<file path="config.mk">
export PLATFORM = sky130hd
export DESIGN_NAME = region_decoder
export DESIGN_NICKNAME = d
export VERILOG_FILES = /design/src/source/memctl_pkg.sv /design/src/source/region_decoder.sv
export SDC_FILE = /design/constraint.sdc
export NUM_CORES = 1
export LEC_CHECK = 0
export BUFFER_PORTS_ARGS = -buffer_cell sky130_fd_sc_hd__buf_2
export CORE_AREA = 2 2 39 41
export DETAILED_ROUTE_END_ITERATION = 12
export DIE_AREA = 0 0 41 43
export PLACE_DENSITY_LB_ADDON = 0.1
export SLEW_MARGIN = 5
export SYNTH_ARGS = -nofsm -noshare
export SYNTH_HDL_FRONTEND = slang
export SYNTH_SLANG_ARGS = --single-unit
export TNS_END_PERCENT = 30
</file>
<file path="constraint.sdc">
create_clock -name vclk -period 2.5
set_input_delay 0.375 -clock vclk [all_inputs]
set_output_delay 0.375 -clock vclk [all_outputs]
set_load 0.005 [all_outputs]
</file>
<file path="src/source/memctl_pkg.sv">
package memctl_pkg;

   typedef logic [31:0] word_t;

   // Segment view: the top three bits select KUSEG, KSEG0 or KSEG1.
   typedef struct packed {
      logic [2:0]  tag;
      logic [28:0] offset;
   } addr_seg_t;

   // Word view: word address plus the byte lane inside the word.
   typedef struct packed {
      logic [29:0] word;
      logic [1:0]  lane;
   } addr_word_t;

   typedef union packed {
      addr_seg_t  seg;
      addr_word_t wrd;
   } cpu_addr_t;

   typedef enum logic [2:0] {
      region_bios,
      region_main,
      region_scratch,
      region_hwreg,
      region_parport,
      region_none
   } mem_region_e;

   typedef enum logic [3:0] {
      st_idle,
      st_ram_addr,
      st_ram_data,
      st_ram_write,
      st_ram_commit,
      st_local_read,
      st_local_write,
      st_null,
      st_done
   } ctl_state_e;

   localparam logic [2:0] kuseg_tag = 3'b000;
   localparam logic [2:0] kseg0_tag = 3'b100;
   localparam logic [2:0] kseg1_tag = 3'b101;

   localparam int ram_addr_w = 20;
   localparam int ram_words  = 1 << ram_addr_w;

   localparam logic [28:0]           main_mem_limit = 29'h020_0000; // 2 MiB.
   localparam logic [ram_addr_w-1:0] main_mem_base  = 20'h4_0000;   // Word index in the RAM.

   localparam logic [31:0] bios_start    = 32'h1FC0_0000;
   localparam logic [31:0] bios_end      = 32'h1FC8_0000;
   localparam logic [31:0] parport_start = 32'h1F00_0000;
   localparam logic [31:0] parport_end   = 32'h1F01_0000;
   localparam logic [31:0] scratch_start = 32'h1F80_0000;
   localparam logic [31:0] scratch_end   = 32'h1F80_0400;
   localparam logic [31:0] hwreg_start   = 32'h1F80_1000;
   localparam logic [31:0] hwreg_end     = 32'h1F80_3000;

   localparam int scratch_words = 256;
   localparam int scratch_idx_w = 8;
   localparam int hwreg_words   = 2048;
   localparam int hwreg_idx_w   = 11;  // Also the width of the shared local index.

endpackage

</file>
<file path="src/source/region_decoder.sv">
module region_decoder (
   input  memctl_pkg::cpu_addr_t                  addr,
   output memctl_pkg::mem_region_e                region,
   output logic [memctl_pkg::ram_addr_w-1:0]      ram_index,
   output logic [memctl_pkg::hwreg_idx_w-1:0]     local_index
);
   import memctl_pkg::*;

   logic                  seg_ok;
   logic [31:0]           phys_addr;
   logic                  in_bios;
   logic                  in_main;
   logic                  in_scratch;
   logic                  in_hwreg;
   logic                  in_parport;
   logic [ram_addr_w-1:0] bios_index;
   logic [ram_addr_w-1:0] main_index;
   logic [29:0]           hwreg_offset;

   // All three mirror segments map onto the same physical space.
   assign seg_ok = (addr.seg.tag == kuseg_tag) ||
                   (addr.seg.tag == kseg0_tag) ||
                   (addr.seg.tag == kseg1_tag);

   assign phys_addr = {3'b000, addr.seg.offset};

   assign in_bios = seg_ok && (phys_addr >= bios_start) && (phys_addr < bios_end);
   assign in_main = seg_ok && (addr.seg.offset < main_mem_limit);

   // The I/O windows are only seen at their KUSEG addresses.
   assign in_scratch = (addr.wrd.word >= scratch_start[31:2]) &&
                       (addr.wrd.word < scratch_end[31:2]);
   assign in_hwreg   = (addr.wrd.word >= hwreg_start[31:2]) &&
                       (addr.wrd.word < hwreg_end[31:2]);
   assign in_parport = (addr.wrd.word >= parport_start[31:2]) &&
                       (addr.wrd.word < parport_end[31:2]);

   always_comb begin
      region = region_none;
      if (in_bios) begin
         region = region_bios;
      end else if (in_main) begin
         region = region_main;
      end else if (in_scratch) begin
         region = region_scratch;
      end else if (in_hwreg) begin
         region = region_hwreg;
      end else if (in_parport) begin
         region = region_parport;
      end
   end

   // BIOS sits at the bottom of the RAM, main memory above it.
   assign bios_index = ram_addr_w'(addr.wrd.word[16:0]);
   assign main_index = ram_addr_w'(addr.wrd.word[18:0]) + main_mem_base;
   assign ram_index  = in_bios ? bios_index : main_index;

   assign hwreg_offset = addr.wrd.word - hwreg_start[31:2];

   // One index serves both stores; only the enabled store looks at it.
   assign local_index = in_scratch ? hwreg_idx_w'(addr.wrd.word[scratch_idx_w-1:0])
                                   : hwreg_offset[hwreg_idx_w-1:0];

endmodule
</file>
==> summary.json <==
{
  "status": {"value": "finished, final reports clean"},
  "first_pass_iters": {"value": 2},
  "cts_post_setup_buffers_inserted": {"value": 0},
  "ant_nets": {"value": 0},
  "syn2layout_area_growth": {"value": 4.56, "unit": "%"},
  "numSequentialCells": {"value": 0},
  "period_minus_slack": {"value": 1.94, "unit": "ns"},
  "tns": {"value": 0, "unit": "ns"},
  "mean_instance_size_in_the_synthesized_netlist": {"value": 6.98, "unit": "µm²"},
  "synth_area": {"value": 384, "unit": "µm²"},
  "min_path_cells": {"value": 0},
  "first_global_vias": {"value": 335},
  "grt.total_usage": {"value": 0.0909},
  "most_frequent_cell_after_synthesis": {"value": "buf_4"},
  "numPortBuffers": {"value": 40},
  "post_cts.resized_instances": {"value": 0},
  "crit_cells": {"value": 6},
  "area.sequential": {"value": 0, "unit": "µm²"},
  "yosys_warnings": {"value": 0},
  "class_of_the_tightest_hold_or_removal_check": {"value": "primary input to output port"},
  "post_synth_mux_area_share": {"value": 0},
  "synthTopCellsByArea": {"value": "buf_4 49%, a2111oi_4 7.2%, nor4_1 4.9%, a21oi_1 3.9%, clkbuf_1 3.9%"},
  "critical_path.top_delay_family": {"value": "simple AND/OR/NAND/NOR gates"},
  "yosysUniqueCellTypes": {"value": 18},
  "global_route_track_usage_on_met1": {"value": 0.120},
  "globalRoute.totalOverflow": {"value": 0},
  "core-area": {"value": 1380, "unit": "µm²"},
  "detail_route.drc_violations": {"value": 0},
  "groute.layer.met2.usage": {"value": 0.156},
  "timing.critical_path.slowest_cell_delay": {"value": 0.37, "unit": "ns"},
  "max_slew_margin": {"value": 0.786},
  "synth_fa_ha_area_frac": {"value": 0},
  "row_count": {"value": 14},
  "overall_routed_net_length": {"value": 814, "unit": "µm"},
  "timing.hold.worst_endpoint": {"value": "local_index[7]"},
  "weighted_congestion_reported_at_the_end_of_routability_driven_placement": {"value": 0.642},
  "busiest_layer": {"value": "met2"},
  "die-area": {"value": 1760, "unit": "µm²"},
  "final_cell_utilization_of_the_core": {"value": 0.290},
  "total_power": {"value": 49.5, "unit": "µW"},
  "timing.final.crit_share": {"value": 0.777},
  "synth_top_family_by_area": {"value": "buffers and inverters"},
  "most_instantiated_cells_after_synthesis": {"value": "25 x buf_4, 4 x clkbuf_1, 4 x nor2_1"},
  "crit_buf_inv": {"value": 2},
  "crit_path_frequent_cell": {"value": "buf_2"},
  "hpwlAfterDp": {"value": 763, "unit": "µm"},
  "clkbuf_count": {"value": 0},
  "crit_slowest_cell": {"value": "a2111oi_4"},
  "final.fill_count": {"value": 159},
  "synth-xor-area-share": {"value": 0},
  "ios": {"value": 66},
  "die-width": {"value": 41, "unit": "µm"},
  "ctsHoldBuffers": {"value": 0},
  "grt_setup_unrepaired": {"value": "no"},
  "grt_util_met3": {"value": 0.0105},
  "critical_path_peak_fanout": {"value": 3},
  "synth_top_area_cell": {"value": "buf_4"},
  "count_of_routing_violations_after_the_opening_detailed_route_iteration": {"value": 1},
  "critPathArrivalTime": {"value": 1.57, "unit": "ns"},
  "worstHoldStart": {"value": "addr[9]"},
  "drive_above_1_share": {"value": 0.667},
  "yosys.area.top_type_share": {"value": 0.489},
  "multi_input_comb_area": {"value": 174, "unit": "µm²"},
  "power.density": {"value": 123, "unit": "nW/µm²"},
  "path_cells": {"value": "buf_2, nor4b_2, nand4_2, a2111oi_4, a311oi_1, buf_2"},
  "grt_first_pass_wirelength": {"value": 1240, "unit": "µm"},
  "die-height": {"value": 43, "unit": "µm"},
  "antenna_found_initial": {"value": 0},
  "synthesis.nets": {"value": 87},
  "drt-wirelength-per-cell": {"value": 9.93, "unit": "µm"},
  "critical_path.startpoint_type": {"value": "primary input"},
  "antennaDiodeCount": {"value": 0},
  "post-route-worst-setup-slack": {"value": 0.556, "unit": "ns"},
  "syn-instance-count": {"value": 55},
  "avgViaCountPerCell": {"value": 4.52},
  "synth_seq_area_share": {"value": 0},
  "finalNetCount": {"value": 100},
  "worst-setup-path-type": {"value": "primary input to output port"},
  "timing_hold_violations_final": {"value": 0},
  "routed-via-count": {"value": 371},
  "timing_worst_slew_pin_value": {"value": 0.321, "unit": "ns"},
  "cp-end-kind": {"value": "output port"},
  "synth_simple_gate_area_share": {"value": 0.270},
  "cap_viol_max_count": {"value": 0},
  "vdd_ir_drop_max": {"value": 0.0300, "unit": "mV"},
  "final_count_of_negative_setup_slack_endpoints": {"value": 0},
  "timing.critical_path.required": {"value": 2.12, "unit": "ns"},
  "initial_utilization": {"value": 0.278},
  "max_slew_violations": {"value": 0},
  "fmaxAchievable": {"value": 515, "unit": "MHz"},
  "detailedPlace.worstSlack": {"value": 0.532, "unit": "ns"},
  "maximum_number_of_pins_on_one_net_before_global_route_repair": {"value": 6},
  "leakagePower": {"value": 0.000199, "unit": "µW"},
  "synth-compound-area-share": {"value": 0.182}
}
## worst max-delay path by stage
| stage | start | end | slack [ns] |
|---|---|---|---|
| finish | addr[21] | region[2] | 0.56 |
| global route | addr[21] | region[2] | 0.43 |
| CTS | addr[21] | region[2] | 0.53 |
| detailed placement | addr[21] | region[2] | 0.53 |
| global placement | addr[21] | region[2] | 0.54 |
| floorplan | addr[21] | region[2] | 0.84 |
## power breakdown
part	switching (µW)	internal [µW]
registers	0	0
logic	24.0	25.6
clock network	0	0
## area by class of cell
cell class | instances | share of cell area
Tap cell | 16 | 0.0498
Inverter | 2 | 0.0187
Timing Repair Buffer | 40 | 0.498
Multi-Input combinational cell | 24 | 0.433
## cells by family (layout without fill, tap and decap cells)
family / after synthesis / in the layout
AOI/OAI and AO/OA: 8 / 8
and+or+nand+nor: 16 / 16
buffers and inverters: 31 / 42
## routing by layer
layer	wire length, µm	up-vias
met5	0	-
met4	0	0
met3	115	0
met2	356	27
met1	342	153
li1	-	191
## cells in the final DEF, fill, tap and decap left out
cell type and count:
o22ai_1 1, nand4_2 1, o21ai_1 1, nor4b_2 1, o21bai_1 1, nand3_1 2
nor2_1 4, nor4_2 1, a311oi_1 1, a2111oi_4 1, nor4_1 3, buf_2 40
nor3_1 1, nand2_1 2, inv_1 2, a21oi_1 3, or4_1 1
## stage by stage
stage | instances | cell area [µm²] | hold slack (ns)
after CTS | 82 | 402 | 0.750
after global routing | 82 | 402 | 0.750
final | 82 | 402 | 0.750
after detailed placement | 82 | 402 | 0.750
after floorplan | 55 | 384 | 0.778
after global placement | 82 | 402 | 0.750
Power figures use the tool's default switching activity.
