[src/source/memctl_pkg.sv]
package memctl_pkg;

   typedef logic [31:0] word_t;

   // Segment view: the top three bits select KUSEG, KSEG0 or KSEG1.
   typedef struct packed {
      logic [2:0]  tag;
      logic [28:0] offset;
   } addr_seg_t;

   // Word view: word address plus the byte lane inside the word.
   typedef struct packed {
      logic [29:0] word;
      logic [1:0]  lane;
   } addr_word_t;

   typedef union packed {
      addr_seg_t  seg;
      addr_word_t wrd;
   } cpu_addr_t;

   typedef enum logic [2:0] {
      region_bios,
      region_main,
      region_scratch,
      region_hwreg,
      region_parport,
      region_none
   } mem_region_e;

   typedef enum logic [3:0] {
      st_idle,
      st_ram_addr,
      st_ram_data,
      st_ram_write,
      st_ram_commit,
      st_local_read,
      st_local_write,
      st_null,
      st_done
   } ctl_state_e;

   localparam logic [2:0] kuseg_tag = 3'b000;
   localparam logic [2:0] kseg0_tag = 3'b100;
   localparam logic [2:0] kseg1_tag = 3'b101;

   localparam int ram_addr_w = 20;
   localparam int ram_words  = 1 << ram_addr_w;

   localparam logic [28:0]           main_mem_limit = 29'h020_0000; // 2 MiB.
   localparam logic [ram_addr_w-1:0] main_mem_base  = 20'h4_0000;   // Word index in the RAM.

   localparam logic [31:0] bios_start    = 32'h1FC0_0000;
   localparam logic [31:0] bios_end      = 32'h1FC8_0000;
   localparam logic [31:0] parport_start = 32'h1F00_0000;
   localparam logic [31:0] parport_end   = 32'h1F01_0000;
   localparam logic [31:0] scratch_start = 32'h1F80_0000;
   localparam logic [31:0] scratch_end   = 32'h1F80_0400;
   localparam logic [31:0] hwreg_start   = 32'h1F80_1000;
   localparam logic [31:0] hwreg_end     = 32'h1F80_3000;

   localparam int scratch_words = 256;
   localparam int scratch_idx_w = 8;
   localparam int hwreg_words   = 2048;
   localparam int hwreg_idx_w   = 11;  // Also the width of the shared local index.

endpackage

[src/source/cpu_mem_controller.sv]
module cpu_mem_controller (
   input  logic                               clk,
   input  logic                               rst,
   input  memctl_pkg::cpu_addr_t              addr,
   input  memctl_pkg::word_t                  data_in,
   input  logic                               ren,
   input  logic                               wen,
   output logic                               ack,
   output memctl_pkg::word_t                  data_out,
   input  memctl_pkg::mem_region_e            region,
   input  logic [memctl_pkg::ram_addr_w-1:0]  ram_index,
   input  logic [memctl_pkg::hwreg_idx_w-1:0] local_index,
   output logic [memctl_pkg::ram_addr_w-1:0]  ram_addr,
   output logic                               ram_we,
   output memctl_pkg::word_t                  ram_wdata,
   input  memctl_pkg::word_t                  ram_rdata,
   output logic                               scratch_en,
   output logic                               hwreg_en,
   output logic                               local_we,
   output logic [memctl_pkg::hwreg_idx_w-1:0] local_index_q,
   output memctl_pkg::word_t                  local_wdata,
   input  memctl_pkg::word_t                  scratch_rdata,
   input  memctl_pkg::word_t                  hwreg_rdata
);
   import memctl_pkg::*;

   ctl_state_e            state;
   ctl_state_e            state_next;
   mem_region_e           region_q;
   logic                  read_q;
   logic [ram_addr_w-1:0] ram_index_q;
   word_t                 wdata_q;
   word_t                 ram_hold;
   word_t                 read_pick;
   logic                  req;
   logic                  local_access;

   assign req = ren || wen;

   always_comb begin
      state_next = state;
      case (state)
         st_idle: begin
            if (req) begin
               case (region)
                  region_bios, region_main: begin
                     state_next = ren ? st_ram_addr : st_ram_write;
                  end
                  region_scratch, region_hwreg: begin
                     state_next = ren ? st_local_read : st_local_write;
                  end
                  default: begin
                     state_next = st_null;  // Parallel port and unmapped space.
                  end
               endcase
            end
         end
         st_ram_addr:    state_next = st_ram_data;
         st_ram_data:    state_next = st_done;
         st_ram_write:   state_next = st_ram_commit;
         st_ram_commit:  state_next = st_done;
         st_local_read:  state_next = st_done;
         st_local_write: state_next = st_done;
         st_null:        state_next = st_done;
         st_done: begin
            if (!req) begin
               state_next = st_idle;  // CPU has finished with the data.
            end
         end
         default:        state_next = st_idle;
      endcase
   end

   always_ff @(posedge clk or posedge rst) begin
      if (rst) begin
         state    <= st_idle;
         region_q <= region_none;
         read_q   <= 1'b0;
      end else begin
         state <= state_next;
         if (state == st_idle && req) begin
            region_q <= region;
            read_q   <= ren;
         end
      end
   end

   // Address and data are captured once, when the request is accepted.
   always_ff @(posedge clk) begin
      if (state == st_idle && req) begin
         ram_index_q   <= ram_index;
         local_index_q <= local_index;
         wdata_q       <= data_in;
      end
      if (state == st_ram_data) begin
         ram_hold <= ram_rdata;  // RAM output for the address shown in st_ram_addr.
      end
   end

   always_comb begin
      case (region_q)
         region_bios, region_main: read_pick = ram_hold;
         region_scratch:           read_pick = scratch_rdata;
         region_hwreg:             read_pick = hwreg_rdata;
         default:                  read_pick = '0;
      endcase
   end

   // Ack rises one edge after st_done is reached and holds until the request drops.
   always_ff @(posedge clk or posedge rst) begin
      if (rst) begin
         ack      <= 1'b0;
         data_out <= '0;
      end else if (state == st_done) begin
         if (!req) begin
            ack <= 1'b0;
         end else if (!ack) begin
            ack <= 1'b1;
            if (read_q) begin
               data_out <= read_pick;
            end
         end
      end
   end

   assign ram_addr    = ram_index_q;
   assign ram_wdata   = wdata_q;
   assign ram_we      = (state == st_ram_write);
   assign local_wdata = wdata_q;
   assign local_we    = (state == st_local_write);

   assign local_access = (state == st_local_read) || (state == st_local_write);
   assign scratch_en   = local_access && (region_q == region_scratch);
   assign hwreg_en     = local_access && (region_q == region_hwreg);

   a_one_request: assert property (
      @(posedge clk) disable iff (rst)
      !(ren && wen)
   ) else $error("ren and wen asserted together");

   a_no_ack_in_idle: assert property (
      @(posedge clk) disable iff (rst)
      (state == st_idle) |-> !ack
   ) else $error("ack high while the controller is idle");

   a_we_single: assert property (
      @(posedge clk) disable iff (rst)
      $rose(ram_we) |=> !ram_we
   ) else $error("ram_we held longer than one cycle");

   // The CPU must keep the address steady for the whole access.
   a_addr_held: assert property (
      @(posedge clk) disable iff (rst)
      (state != st_idle) && req |-> $stable(addr)
   ) else $error("addr changed during an access");

endmodule

[config.mk]
export PLATFORM = sky130hd
export DESIGN_NAME = cpu_mem_controller
export DESIGN_NICKNAME = d
export VERILOG_FILES = /design/src/source/memctl_pkg.sv /design/src/source/cpu_mem_controller.sv
export SDC_FILE = /design/constraint.sdc
export NUM_CORES = 1
export LEC_CHECK = 0
export ABC_CLOCK_PERIOD_IN_PS = 5900
export BUFFER_PORTS_ARGS = -buffer_cell sky130_fd_sc_hd__buf_2
export CORE_AREA = 3 3 127 129
export DETAILED_ROUTE_END_ITERATION = 10
export DIE_AREA = 0 0 130 132
export PLACE_DENSITY = 0.68
export SYNTH_ARGS = -nofsm -noshare
export SYNTH_HDL_FRONTEND = slang
export SYNTH_SLANG_ARGS = --single-unit
[constraint.sdc]
create_clock -name clk -period 5.9 [get_ports clk]
set_input_delay 1.18 -clock clk [delete_from_list [all_inputs] [get_ports clk]]
set_output_delay 1.18 -clock clk [all_outputs]
set_load 0.05 [all_outputs]
==> out/metrics.yaml <==
synth_seq_area_share: 0.723
port_buffers: 297
hold_path.startpoint: "data_out[3]"
cts_buffer_depth: 2
syn_inst: 357
clockRootBuffer: "clkbuf_16"
p_leak_nw: 3.41
layout-drive-gt1-share: 0.540
num_vias: 3863
drv_cap: 0
drt-vias-per-instance: 4.65
avgSynthCellArea_um2: 15.0
synth_seq_cells: 136
relSlewSlack: 0.283
slew_violations: 0
path_cells: "nand2b_1, nor4b_1, buf_2"
power.density_nw_per_um2: 660
grt_antenna_before_repair: 4
r2r_start: "state[1]"
criticalPathCategory: "reg2out"
drtAntennaViolNets: 0
post-route-period-util: 0.578
drcViolationCount: 0
worstSetupEndpointType: "output pin"
areaGrowthSynthToFinish_pct: 38.9
cts_buffers: 17
grt.total_usage: 0.160
cts_tree: "built"
hold_viol_final: 0
start_util: 0.355
peakVddDrop_mv: 0.288
critPathSlowestCell: "dfrtp_2"
period_minus_slack_ns: 3.41
final_util: 0.493
first_pass_iters: 4
cts_resized: 0
synth_ff_type: "edfxtp_1"
io_pins: 330
holdCritPathClass: "reg2reg"
rsz0062_at_grt: "no"
yosysTopAreaCellShare: 0.531
worstPathRequired_ns: 4.72
r2r-end: "ram_addr[14]"
drt_wl_total_um: 14000
cp.arrival_ns: 2.23
final_nets: 824
postCtsHoldBufs: 0
cp-start-kind: "flip-flop"
reg2regPathDepth: 3
cts.htree.levels: 4
grt_pass1_wl_um: 20800
synth_cell_types: 30
holdPathStages: 1
finalWeightedCongestion: 0.710
insertion_delay_ns: 0.41
timing.hold.ws_ns: 0.498
rows: 45
synth_area_um2: 5370
grt_pass1_vias: 3922
drt_iter0_markers: 92
max_freq_ghz: 0.293
power_mw: 4.92
chipWidth_um: 130
setup_viol_count_final: 0
ys.warnings.count: 0
path_delay_family: "flip-flops"
routedWlPerCell_um: 16.8
crit_fanout: 66
status: "finished, final reports clean"
synthTopCellsByArea: "edfxtp_1, dfrtp_1, mux2i_1"
clk_pin_slew_ns: 0.06
dieArea_um2: 17200
grt_start_max_net_pins: 67
clock_sinks: 136
min_to: "data_out[3]"
die_h_um: 132
skew_ns: 0.00992
grt_overflow: 0
synth_edf_count: 95
slowest_delay_ns: 1.08
worstMarginPinSlew_ns: 1.08
postCtsSetupBuffers: 0
path_buf_inv: 1
yosys.area.top_type: "edfxtp_1"
tns_ns: 0
dpl.hpwl_um: 10300
postSynthNetCount: 555
core_area_um2: 15100
r2r_slack_ns: 3.58
synthArstFlopShare: 0.301
## state kept, by name (all words and copies together) (netlist names), 3 cells and up
name and flops:
ram_addr 20, local_index_q 11, region_q 3, state 4, data_out 32, local_wdata 32, ram_hold 32
## area by class of cell
class                   instances  area (um^2)
diodes                          3         7.51
well taps                     188          235
inverters                       4         15.0
fillers                      1322         7690
flip-flops and latches        136         3880
clock buffers                  18          429
multi-input cells             165         1140
clock inverters                14          221
repair buffers                302         1520
## cells in the final DEF (no fill, tap or decap), types with 2 or more instances in the layout
cell,synthesis,routed
nand2_1,2,2
dfstp_2,2,2
o21ai_0,5,5
edfxtp_1,95,95
inv_6,0,2
clkinv_4,0,3
nor2_1,36,35
bufinv_16,0,5
buf_2,5,297
nand2b_1,5,5
dfrtp_1,39,38
buf_4,32,5
diode_2,0,3
mux2i_1,32,32
inv_1,4,3
clkbuf_16,0,17
mux2_2,3,3
nor4_1,2,2
clkinvlp_4,0,3
a22o_1,32,32
a21oi_1,35,35
## where the power goes
part	total, mW	switching [mW]	internal, mW	leakage, nW
Sequential	1.65	0.224	1.42	1.39
Combinational	2.12	1.61	0.511	1.71
Clock	1.16	0.402	0.753	0.307
## stage by stage
step | cells | instance area (um^2) | setup WS (ns)
6_report | 830 | 7460 | 2.49
5_1_grt | 829 | 7460 | 2.21
4_1_cts | 827 | 7450 | 2.43
3_5_place_dp | 795 | 6800 | 2.89
3_3_place_gp | 795 | 6800 | 2.92
2_1_floorplan | 357 | 5370 | 1.26
## worst max-delay path by stage
stage	start	end	cells past startpoint	slack [ns]
floorplan	ren	region_q[1]	3	1.26
global placement	region_q[1]	hwreg_en	3	2.92
detailed placement	region_q[1]	hwreg_en	3	2.89
CTS	region_q[1]	hwreg_en	3	2.43
global route	region_q[1]	hwreg_en	3	2.21
finish	region_q[1]	hwreg_en	3	2.49
## synthesized netlist by cell type, types with 2 or more instances
| library cell | instances |
|---|---|
| a21oi_1 | 35 |
| a22o_1 | 32 |
| buf_1 | 3 |
| buf_2 | 5 |
| buf_4 | 32 |
| buf_6 | 4 |
| clkbuf_1 | 8 |
| dfrtp_1 | 39 |
| dfstp_2 | 2 |
| edfxtp_1 | 95 |
| inv_1 | 4 |
| mux2_2 | 3 |
| mux2i_1 | 32 |
| nand2_1 | 2 |
| nand2b_1 | 5 |
| nor2_1 | 36 |
| nor3_1 | 2 |
| nor4_1 | 2 |
| o21ai_0 | 5 |
## metal layers
metal	up-vias	wire, um	GRT usage
met5	-	34	0
met4	4	262	0.0566
met3	22	1440	0.0750
met2	208	7210	0.281
met1	1793	5020	0.167
li1	1836	-	-
## logic make-up (layout without fill, tap and decap cells)
| family | Yosys count | after routing | synth area share |
|---|---|---|---|
| flip-flops | 136 | 136 | 0.723 |
| other | 0 | 3 | 0 |
| buffers and inverters | 56 | 338 | 0.0682 |
| multiplexers | 35 | 35 | 0.0659 |
| AO/OA/AOI/OAI | 74 | 74 | 0.0922 |
| AND/OR/NAND/NOR | 55 | 55 | 0.0494 |
| XOR/XNOR | 1 | 1 | 0.00163 |
(Power assumes the default switching activity.)
